<file path="config.mk">
export PLATFORM = sky130hd
export DESIGN_NAME = sparhixcel_top
export DESIGN_NICKNAME = d
export VERILOG_FILES = /design/src/source/sa_pkg.sv /design/src/source/dram_pkg.sv /design/src/source/dram_access_ctrl.sv /design/src/source/dram_to_memory.sv /design/src/source/feature_memory.sv /design/src/source/sa_controller.sv /design/src/source/sparhixcel_top.sv /design/src/source/systolic_array.sv
export SDC_FILE = /design/constraint.sdc
export NUM_CORES = 2
export LEC_CHECK = 0
export BUFFER_PORTS_ARGS = -buffer_cell sky130_fd_sc_hd__buf_4
export CAP_MARGIN = 30
export CORE_MARGIN = 1
export CORE_UTILIZATION = 55
export DETAILED_ROUTE_END_ITERATION = 12
export PLACE_DENSITY = 0.71
export SLEW_MARGIN = 20
export SYNTH_ARGS = -nofsm -noshare
export SYNTH_HDL_FRONTEND = slang
export SYNTH_SLANG_ARGS = --single-unit
</file>
<file path="constraint.sdc">
create_clock -name clk_i -period 12 [get_ports clk_i]
set_input_delay 0.6 -clock clk_i [delete_from_list [all_inputs] [get_ports clk_i]]
set_output_delay 0.6 -clock clk_i [all_outputs]
set_load 0.05 [all_outputs]
</file>
<file path="src/source/sa_pkg.sv">
package sa_pkg;

    // array geometry
    localparam int N_LANES   = 8;
    localparam int I_WIDTH   = 8;
    localparam int F_WIDTH   = 8;
    localparam int ROW_WIDTH = N_LANES * I_WIDTH;
    localparam int ACC_WIDTH = I_WIDTH + F_WIDTH + $clog2(N_LANES);

    // multiply and sum stages behind the memory read
    localparam int PIPE_TAIL = 2;

    // feature storage and job descriptor
    localparam int FEAT_DEPTH      = 16;
    localparam int FEAT_ADDR_WIDTH = $clog2(FEAT_DEPTH);
    localparam int WORD_ADDR_WIDTH = 18;

    typedef logic signed [I_WIDTH-1:0]   elem_t;
    typedef elem_t [N_LANES-1:0]         row_t;
    typedef logic signed [ACC_WIDTH-1:0] acc_t;

    // bases are DRAM word addresses, last_row is row count minus one
    typedef struct packed {
        logic [WORD_ADDR_WIDTH-1:0] weight_base;
        logic [WORD_ADDR_WIDTH-1:0] feature_base;
        logic [FEAT_ADDR_WIDTH-1:0] last_row;
    } job_cfg_t;

    typedef enum logic [2:0] {IDLE, FETCH_WEIGHT, FETCH_FEATURE, COMPUTE, DRAIN} ctrl_state_e;

endpackage

</file>
<file path="src/source/dram_pkg.sv">
package dram_pkg;

    // read port
    localparam int DRAM_DATA_WIDTH = 32;
    localparam int DRAM_ADDR_WIDTH = sa_pkg::WORD_ADDR_WIDTH;

    // one array row spans this many DRAM words, low word first
    localparam int WORDS_PER_ROW  = sa_pkg::ROW_WIDTH / DRAM_DATA_WIDTH;
    localparam int WORD_SEL_WIDTH = $clog2(WORDS_PER_ROW);
    localparam int WORD_CNT_WIDTH = $clog2(sa_pkg::FEAT_DEPTH * WORDS_PER_ROW);

    typedef logic [DRAM_ADDR_WIDTH-1:0] dram_addr_t;
    typedef logic [DRAM_DATA_WIDTH-1:0] dram_word_t;

    typedef enum logic {
        FETCH_WEIGHTS,
        FETCH_FEATURES
    } fetch_kind_e;

    // valid is a single-cycle strobe
    typedef struct packed {
        logic                              valid;
        fetch_kind_e                       kind;
        dram_addr_t                        base;
        logic [sa_pkg::FEAT_ADDR_WIDTH-1:0] last_row;
    } fetch_req_t;

    typedef enum logic [1:0] {IDLE, ISSUE, LAST} dram_state_e;

endpackage

</file>
<file path="src/source/dram_access_ctrl.sv">
`timescale 1ns/1ns

module dram_access_ctrl (
    input  logic                  clk_i,
    input  logic                  rd_weight_rst,
    input  dram_pkg::fetch_req_t  fetch_req_i,
    output dram_pkg::dram_addr_t  dram_rd_address_o,
    output logic                  dram_rd_en_o,
    output logic                  word_valid_o,
    output dram_pkg::fetch_kind_e word_kind_o,
    output logic                  fetch_done_o
);
    import dram_pkg::*;

    dram_state_e               state_q;
    dram_addr_t                addr_q;
    logic [WORD_CNT_WIDTH-1:0] word_cnt_q;
    logic [WORD_CNT_WIDTH-1:0] last_word_q;
    fetch_kind_e               kind_q;
    logic                      word_valid_q;
    fetch_kind_e               word_kind_q;
    logic                      fetch_done_q;
    logic                      issue;
    logic                      final_word;
    logic                      accept;

    assign issue      = (state_q == ISSUE);
    assign final_word = issue && (word_cnt_q == last_word_q);

    // a request arriving with the final word chains onto the burst without a gap
    assign accept = fetch_req_i.valid && ((state_q == IDLE) || final_word);

    assign dram_rd_en_o      = issue;
    assign dram_rd_address_o = addr_q;
    assign word_valid_o      = word_valid_q;
    assign word_kind_o       = word_kind_q;
    assign fetch_done_o      = fetch_done_q;

    always_ff @(posedge clk_i or posedge rd_weight_rst) begin
        if (rd_weight_rst) begin
            state_q      <= IDLE;
            addr_q       <= '0;
            word_cnt_q   <= '0;
            last_word_q  <= '0;
            kind_q       <= FETCH_WEIGHTS;
            word_valid_q <= 1'b0;
            word_kind_q  <= FETCH_WEIGHTS;
            fetch_done_q <= 1'b0;
        end else begin
            // one-cycle read latency, so returning data follows the issue strobe
            word_valid_q <= issue;
            word_kind_q  <= kind_q;
            fetch_done_q <= (state_q == LAST);

            ////////////////////
            // address sequencing
            if (accept) begin
                state_q     <= ISSUE;
                addr_q      <= fetch_req_i.base;
                word_cnt_q  <= '0;
                last_word_q <= WORD_CNT_WIDTH'(fetch_req_i.last_row) * WORD_CNT_WIDTH'(WORDS_PER_ROW)
                               + WORD_CNT_WIDTH'(WORDS_PER_ROW - 1);
                kind_q      <= fetch_req_i.kind;
            end else begin
                case (state_q)
                    ISSUE: begin
                        addr_q     <= addr_q + 1'b1;
                        word_cnt_q <= word_cnt_q + 1'b1;
                        if (final_word) begin
                            state_q <= LAST;
                        end
                    end
                    // final word is on the bus now
                    LAST: state_q <= IDLE;
                    default: state_q <= IDLE;
                endcase
            end
        end
    end

endmodule

</file>
<file path="src/source/dram_to_memory.sv">
`timescale 1ns/1ns

module dram_to_memory (
    input  logic                               clk_i,
    input  logic                               rd_weight_rst,
    input  dram_pkg::dram_word_t               mem_data_i,
    input  logic                               word_valid_i,
    input  dram_pkg::fetch_kind_e              word_kind_i,
    output sa_pkg::row_t                       row_data_o,
    output logic                               weight_wr_o,
    output logic                               feature_wr_o,
    output logic [sa_pkg::FEAT_ADDR_WIDTH-1:0] feature_wr_addr_o
);
    import sa_pkg::*;
    import dram_pkg::*;

    logic [ROW_WIDTH-1:0]       row_q;
    logic [WORD_SEL_WIDTH-1:0]  word_sel_q;
    logic                       row_done;
    logic                       weight_wr_q;
    logic                       feature_wr_q;
    logic [FEAT_ADDR_WIDTH-1:0] feat_addr_q;

    assign row_done = word_valid_i && (word_sel_q == WORD_SEL_WIDTH'(WORDS_PER_ROW - 1));

    assign row_data_o        = row_q;
    assign weight_wr_o       = weight_wr_q;
    assign feature_wr_o      = feature_wr_q;
    assign feature_wr_addr_o = feat_addr_q;

    always_ff @(posedge clk_i or posedge rd_weight_rst) begin
        if (rd_weight_rst) begin
            row_q        <= '0;
            word_sel_q   <= '0;
            weight_wr_q  <= 1'b0;
            feature_wr_q <= 1'b0;
            feat_addr_q  <= '0;
        end else begin
            weight_wr_q  <= row_done && (word_kind_i == FETCH_WEIGHTS);
            feature_wr_q <= row_done && (word_kind_i == FETCH_FEATURES);

            // new words enter at the top, first word ends up in lane 0
            if (word_valid_i) begin
                row_q      <= {mem_data_i, row_q[ROW_WIDTH-1:DRAM_DATA_WIDTH]};
                word_sel_q <= row_done ? '0 : word_sel_q + 1'b1;
            end

            // feature rows of a job start at address zero
            if (row_done && (word_kind_i == FETCH_WEIGHTS)) begin
                feat_addr_q <= '0;
            end else if (feature_wr_q) begin
                feat_addr_q <= feat_addr_q + 1'b1;
            end
        end
    end

endmodule

</file>
<file path="src/source/feature_memory.sv">
`timescale 1ns/1ns

module feature_memory (
    input  logic                               clk_i,
    input  logic                               wr_en_i,
    input  logic [sa_pkg::FEAT_ADDR_WIDTH-1:0] wr_addr_i,
    input  sa_pkg::row_t                       wr_data_i,
    input  logic                               rd_en_i,
    input  logic [sa_pkg::FEAT_ADDR_WIDTH-1:0] rd_addr_i,
    output sa_pkg::row_t                       rd_data_o
);
    import sa_pkg::*;

    row_t mem [0:FEAT_DEPTH-1];
    row_t rd_data_q;

    // port a writes, port b reads with one cycle latency
    always_ff @(posedge clk_i) begin
        if (wr_en_i) begin
            mem[wr_addr_i] <= wr_data_i;
        end
        if (rd_en_i) begin
            rd_data_q <= mem[rd_addr_i];
        end
    end

    // holds the last row while rd_en_i is low
    assign rd_data_o = rd_data_q;

endmodule

</file>
<file path="src/source/sa_controller.sv">
`timescale 1ns/1ns

module sa_controller (
    input  logic                               clk_i,
    input  logic                               rd_weight_rst,
    input  logic                               start_i,
    input  sa_pkg::job_cfg_t                   cfg_i,
    input  logic                               fetch_done_i,
    output dram_pkg::fetch_req_t               fetch_req_o,
    output logic                               feat_rd_en_o,
    output logic [sa_pkg::FEAT_ADDR_WIDTH-1:0] feat_rd_addr_o,
    output logic                               row_valid_o,
    output logic                               busy_o,
    output logic                               done_o
);
    import sa_pkg::*;
    import dram_pkg::*;

    ctrl_state_e                state_q;
    job_cfg_t                   cfg_q;
    fetch_req_t                 fetch_req_q;
    logic [FEAT_ADDR_WIDTH-1:0] rd_addr_q;
    logic [1:0]                 tick_q;
    logic                       done_q;
    logic                       compute;

    assign compute = (state_q == COMPUTE);

    assign feat_rd_en_o   = compute;
    assign row_valid_o    = compute;
    assign feat_rd_addr_o = rd_addr_q;
    assign fetch_req_o    = fetch_req_q;
    // IDLE is declared in both packages
    assign busy_o         = (state_q != sa_pkg::IDLE);
    assign done_o         = done_q;

    always_ff @(posedge clk_i or posedge rd_weight_rst) begin
        if (rd_weight_rst) begin
            state_q     <= sa_pkg::IDLE;
            cfg_q       <= '0;
            fetch_req_q <= '0;
            rd_addr_q   <= '0;
            tick_q      <= '0;
            done_q      <= 1'b0;
        end else begin
            fetch_req_q.valid <= 1'b0;
            done_q            <= 1'b0;

            case (state_q)
                ////////////////////
                // fetch phase
                sa_pkg::IDLE: begin
                    if (start_i) begin
                        cfg_q       <= cfg_i;
                        fetch_req_q <= '{valid: 1'b1, kind: FETCH_WEIGHTS,
                                         base: cfg_i.weight_base, last_row: '0};
                        tick_q      <= '0;
                        state_q     <= FETCH_WEIGHT;
                    end
                end
                FETCH_WEIGHT: begin
                    // feature request meets the last weight word, no bus gap
                    if (tick_q == 2'(WORDS_PER_ROW - 1)) begin
                        fetch_req_q <= '{valid: 1'b1, kind: FETCH_FEATURES,
                                         base: cfg_q.feature_base, last_row: cfg_q.last_row};
                        state_q     <= FETCH_FEATURE;
                    end else begin
                        tick_q <= tick_q + 1'b1;
                    end
                end
                FETCH_FEATURE: begin
                    if (fetch_done_i) begin
                        rd_addr_q <= '0;
                        state_q   <= COMPUTE;
                    end
                end

                ////////////////////
                // compute phase
                COMPUTE: begin
                    rd_addr_q <= rd_addr_q + 1'b1;
                    if (rd_addr_q == cfg_q.last_row) begin
                        tick_q  <= '0;
                        state_q <= DRAIN;
                    end
                end
                DRAIN: begin
                    // last read plus the multiply and sum stages
                    tick_q <= tick_q + 1'b1;
                    if (tick_q == 2'(PIPE_TAIL)) begin
                        done_q  <= 1'b1;
                        state_q <= sa_pkg::IDLE;
                    end
                end
                default: state_q <= sa_pkg::IDLE;
            endcase
        end
    end

endmodule

</file>
<file path="src/source/sparhixcel_top.sv">
`timescale 1ns/1ns

module sparhixcel_top (
    input  logic                 clk_i,
    input  logic                 rd_weight_rst,
    input  logic                 start_i,
    input  sa_pkg::job_cfg_t     cfg_i,
    input  dram_pkg::dram_word_t mem_data_i,
    output dram_pkg::dram_addr_t dram_rd_address_o,
    output logic                 dram_rd_en_o,
    output sa_pkg::acc_t         result_o,
    output logic                 result_valid_o,
    output logic                 busy_o,
    output logic                 done_o
);
    import sa_pkg::*;
    import dram_pkg::*;

    fetch_req_t                 fetch_req;
    logic                       fetch_done;
    logic                       word_valid;
    fetch_kind_e                word_kind;
    row_t                       row_data;
    logic                       weight_wr;
    logic                       feature_wr;
    logic [FEAT_ADDR_WIDTH-1:0] feature_wr_addr;
    logic                       feat_rd_en;
    logic [FEAT_ADDR_WIDTH-1:0] feat_rd_addr;
    row_t                       feat_rd_data;
    logic                       row_valid;

    ////////////////////
    // job sequencing
    sa_controller control_block (
        .clk_i          (clk_i),
        .rd_weight_rst  (rd_weight_rst),
        .start_i        (start_i),
        .cfg_i          (cfg_i),
        .fetch_done_i   (fetch_done),
        .fetch_req_o    (fetch_req),
        .feat_rd_en_o   (feat_rd_en),
        .feat_rd_addr_o (feat_rd_addr),
        .row_valid_o    (row_valid),
        .busy_o         (busy_o),
        .done_o         (done_o)
    );

    ////////////////////
    // DRAM fetch path
    dram_access_ctrl dram_access_controller (
        .clk_i             (clk_i),
        .rd_weight_rst     (rd_weight_rst),
        .fetch_req_i       (fetch_req),
        .dram_rd_address_o (dram_rd_address_o),
        .dram_rd_en_o      (dram_rd_en_o),
        .word_valid_o      (word_valid),
        .word_kind_o       (word_kind),
        .fetch_done_o      (fetch_done)
    );

    dram_to_memory dram_to_mem (
        .clk_i             (clk_i),
        .rd_weight_rst     (rd_weight_rst),
        .mem_data_i        (mem_data_i),
        .word_valid_i      (word_valid),
        .word_kind_i       (word_kind),
        .row_data_o        (row_data),
        .weight_wr_o       (weight_wr),
        .feature_wr_o      (feature_wr),
        .feature_wr_addr_o (feature_wr_addr)
    );

    feature_memory feature_mem (
        .clk_i     (clk_i),
        .wr_en_i   (feature_wr),
        .wr_addr_i (feature_wr_addr),
        .wr_data_i (row_data),
        .rd_en_i   (feat_rd_en),
        .rd_addr_i (feat_rd_addr),
        .rd_data_o (feat_rd_data)
    );

    ////////////////////
    // compute
    systolic_array array_block (
        .clk_i          (clk_i),
        .rd_weight_rst  (rd_weight_rst),
        .weight_wr_i    (weight_wr),
        .weight_row_i   (row_data),
        .row_valid_i    (row_valid),
        .feature_row_i  (feat_rd_data),
        .result_o       (result_o),
        .result_valid_o (result_valid_o)
    );

endmodule

</file>
<file path="src/source/systolic_array.sv">
`timescale 1ns/1ns

module systolic_array (
    input  logic         clk_i,
    input  logic         rd_weight_rst,
    input  logic         weight_wr_i,
    input  sa_pkg::row_t weight_row_i,
    input  logic         row_valid_i,
    input  sa_pkg::row_t feature_row_i,
    output sa_pkg::acc_t result_o,
    output logic         result_valid_o
);
    import sa_pkg::*;

    typedef logic signed [I_WIDTH+F_WIDTH-1:0] prod_t;

    row_t  weight_q;
    logic  row_live_q;
    prod_t prod_q [N_LANES];
    logic  prod_valid_q;
    acc_t  node [1:2*N_LANES-1];
    acc_t  result_q;
    logic  result_valid_q;

    ////////////////////
    // adder tree, leaves at N_LANES and up, root at node 1
    for (genvar i = 0; i < N_LANES; i++) begin : g_leaf
        assign node[N_LANES+i] = acc_t'(prod_q[i]);
    end

    for (genvar k = 1; k < N_LANES; k++) begin : g_node
        assign node[k] = node[2*k] + node[2*k+1];
    end

    always_ff @(posedge clk_i or posedge rd_weight_rst) begin
        if (rd_weight_rst) begin
            weight_q       <= '0;
            row_live_q     <= 1'b0;
            prod_valid_q   <= 1'b0;
            result_q       <= '0;
            result_valid_q <= 1'b0;
            for (int i = 0; i < N_LANES; i++) begin
                prod_q[i] <= '0;
            end
        end else begin
            if (weight_wr_i) begin
                weight_q <= weight_row_i;
            end

            // feature row arrives one cycle after row_valid_i
            row_live_q <= row_valid_i;

            // stage 1, lane products
            prod_valid_q <= row_live_q;
            if (row_live_q) begin
                for (int i = 0; i < N_LANES; i++) begin
                    prod_q[i] <= weight_q[i] * feature_row_i[i];
                end
            end

            // stage 2, row sum
            result_valid_q <= prod_valid_q;
            if (prod_valid_q) begin
                result_q <= node[1];
            end
        end
    end

    assign result_o       = result_q;
    assign result_valid_o = result_valid_q;

endmodule
</file>
==> metrics <==
status=finished, final reports clean; RSZ-0062 raised after global routing=false; share of synthesized registers carrying an async set or reset=0.256; Distinct cells, synth=72; synth warn=0; sequential share of the synthesized area=0.535; fillers=about 11000; Crit path top cell by count=fa_1; Die ar.=144000 um^2; largest net degree at the start of global routing=177; startpoint type of the worst setup path=register; overall global routing resource usage=0.256; Worst Path Max Fanout=3; TNS Setup=0 ps; worst hold stages=2; DR WL/cell=22.7 um; sequential cell area=about 42000 um^2; Worst path depth=17; Yosys reg bits=1463; initial antenna violation count=12; fin crit share=0.407; critical path class=reg -> reg; share of cells above drive strength 1=0.128; minimum clock period=4880 ps; grt ovf=0; antenna viol nets, final=0; final setup fails=0; syn avg cell area=13.6 um^2; Clk Latency, worst-skew pair=810 ps; DR DRC count=0; DR pass1 iterations=7; CTS Buffer Depth=3; drt total wl=182000 um; synth-to-layout area growth=11.2%; Max Slew Vio Count=0; clock-pin slew on the worst setup and hold paths=60 ps; CTS tree=done; post-synthesis cell count=5780; Die Wd=380 um; CP top delay family=adder cells; crit end category=register; Vias=45400; num ports=approximately 120; first-pass GRT wire length=roughly 280000 um; total core area=142000 um^2; upper clock frequency limit=between 200 and 250 MHz; Worst Tran Pin Value=1040 ps; vias in the first global route=between 40000 and 50000; Max-cap violations=0; Via density=approximately 5.7; most frequent cells in the layout=edfxtp_1 (1088), inv_1 (864), fa_1 (539); FF-to-FF path depth=17; Worst Path Required=12700 ps; Post-synth EDFFs=1088; Main synth FF type=edfxtp_1; Clock Sinks=1463; Max-slew headroom=0.306; number of placement rows=138; Multi-input gate area=about 33000 um^2; I/O Buffers=~120; Num CTS Buffers=153; number of setup buffers added after CTS=0; Buffers & Inverters on Critical Path=4; Synth Net Count=6654; Slowest-stage cell, CP=fa_1; Worst Skew=46.0 ps; Starting Density=0.555; commonest non-fill, non-tap cell in the layout=edfxtp_1; critical path data arrival time=5580 ps; CP cell instances=inv_1 > fa_1 > inv_1 > fa_1 > fa_1 > inv_1 > fa_1 > inv_1 > ha_1 > fa_1 > a211oi_1 > o21ai_1 > a21oi_2 > a21oi_2 > a221oi_2 > xnor2_1 > mux2_4; type of the worst min-delay path=in -> reg; gpl congestion=between 0.8 and 0.9; NumNets Final=6859; max incr delay on CP=530 ps; Iter 0 DRT Violations=slightly below 4000; Mapped Area=78600 um^2; H-tree depth=4; Vert. Die Dim=380 um; CTS root buffer=clkbuf_16; Fin. Hold Viols=0; HPWL after DPL=117000 um
-- area by class of cell --
| class | count | area share |
|---|---|---|
| clock inverter | 67 | 0.00875 |
| antenna | 3 | 0.0000859 |
| tap | 1890 | 0.0271 |
| timing repair buffer | 231 | 0.0233 |
| clock buffer | 213 | 0.0486 |
| multi-input combinational | 3268 | 0.373 |
| inverter | 868 | 0.0374 |
| sequential | 1463 | 0.481 |
-- synth_stat cells, types with 5 or more instances --
library cell  count  share of area
a211o_1           9         0.0010
o31ai_1          10        0.00095
buf_2            36         0.0023
xnor2_1         111          0.012
nor2_1           84         0.0040
mux4_2          128          0.037
o21bai_1          9        0.00086
buf_1            18        0.00086
nor3b_1          10        0.00095
o21a_1           30         0.0029
o21ai_1          29         0.0018
a221o_1           7        0.00089
fa_1            539           0.14
edfxtp_1       1088           0.42
nand4_1           6        0.00048
nor2b_1          62         0.0049
or3_1            13         0.0010
mux2_2          222          0.032
nand3_1          25         0.0016
dfrtp_1         375           0.12
mux2i_1         202          0.026
o211ai_1          5        0.00048
mux2_1            5        0.00072
clkbuf_1        127         0.0061
xor2_1           26         0.0029
and3_1           12        0.00095
a21oi_1         128         0.0081
ha_1            260          0.041
nand2_1         418          0.020
a22oi_1          82         0.0078
a221oi_1         64         0.0071
inv_1           865          0.041
nand2b_1         18         0.0014
nor3_1           29         0.0018
a31oi_1           9        0.00072
o21ai_0         250          0.016
a21o_1           31         0.0030
and2_1          345          0.027
a211oi_1         24         0.0023
o22ai_1           6        0.00048
-- sequential cells by signal (all words and copies together) (netlist names), 3 cells and up --
| register | cells |
|---|---|
| feature_mem.mem | 1024 |
| array_block.node | 128 |
| array_block.weight_q | 64 |
| dram_to_mem.row_data_o | 64 |
| feature_mem.rd_data_o | 64 |
| control_block.fetch_req_o | 24 |
| control_block.cfg_q | 22 |
| array_block.result_o | 19 |
| dram_access_controller.dram_rd_address_o | 18 |
| dram_access_controller.last_word_q | 5 |
| dram_access_controller.word_cnt_q | 5 |
| control_block.feat_rd_addr_o | 4 |
| dram_to_mem.feature_wr_addr_o | 4 |
| control_block.state_q | 3 |
-- worst register-to-register path: stages, from the launching register on --
cell and delay, ps:
dfrtp_1 320, inv_1 60, fa_1 530, inv_1 50, fa_1 500, fa_1 500, inv_1 50, fa_1 480
inv_1 40, ha_1 240, fa_1 500, a211oi_1 410, o21ai_1 150, a21oi_2 210, a21oi_2 110, a221oi_2 280
xnor2_1 100, mux2_4 250
-- per-stage QoR --
step	cells	cell area, um^2	setup slack (ps)	hold slack (ps)	util
after detailed placement	7651	81600	7090	388	0.576
after global routing	8000	87400	6900	15.3	0.617
after global placement	7648	81600	7130	373	0.576
after CTS	7995	87300	7110	1.26	0.616
final	8003	87400	7120	52.5	0.617
after floorplan	5780	78600	984	347	-
-- path summary, 6_finish.rpt --
kind	end	startpoint	slack, ps
worst max-delay path	array_block.result_o[18]	array_block.node[59]	7120
worst min register to register	dram_access_controller.word_kind_o	dram_access_controller.kind_q	380
worst min-delay path	dram_to_mem.row_data_o[53]	mem_data_i[21]	50
worst max register to register	array_block.result_o[18]	array_block.node[59]	7120
min in group asynchronous	array_block.node[110]	rd_weight_rst	440
max in group asynchronous	dram_to_mem.row_data_o[4]	rd_weight_rst	9600
-- layer usage --
metal	part of all wire	wire, um	global-route usage
met2	0.47	85200	0.404
met4	0.023	4120	0.0688
met1	0.44	79200	0.369
met5	0	0	0
met3	0.073	13400	0.0457
-- logic make-up after synthesis --
logic type / after synthesis / share of synthesized area
compound gates: 735 / 0.0594
fa+ha+maj: 799 / 0.179
buf+inv: 1049 / 0.0507
mux: 558 / 0.0951
simple gates: 1039 / 0.0661
xor+xnor: 137 / 0.0153
flops: 1463 / 0.535
-- repair_timing --
item / in CTS / in global routing
hold buffers: 64 / 0
hold endpoints to repair: 133 / 0
gates resized for setup: 0 / 0
Power is left out: the tool's default activity adds up to more than one toggle a clock period on the data nets, which glitch-free logic cannot reach.
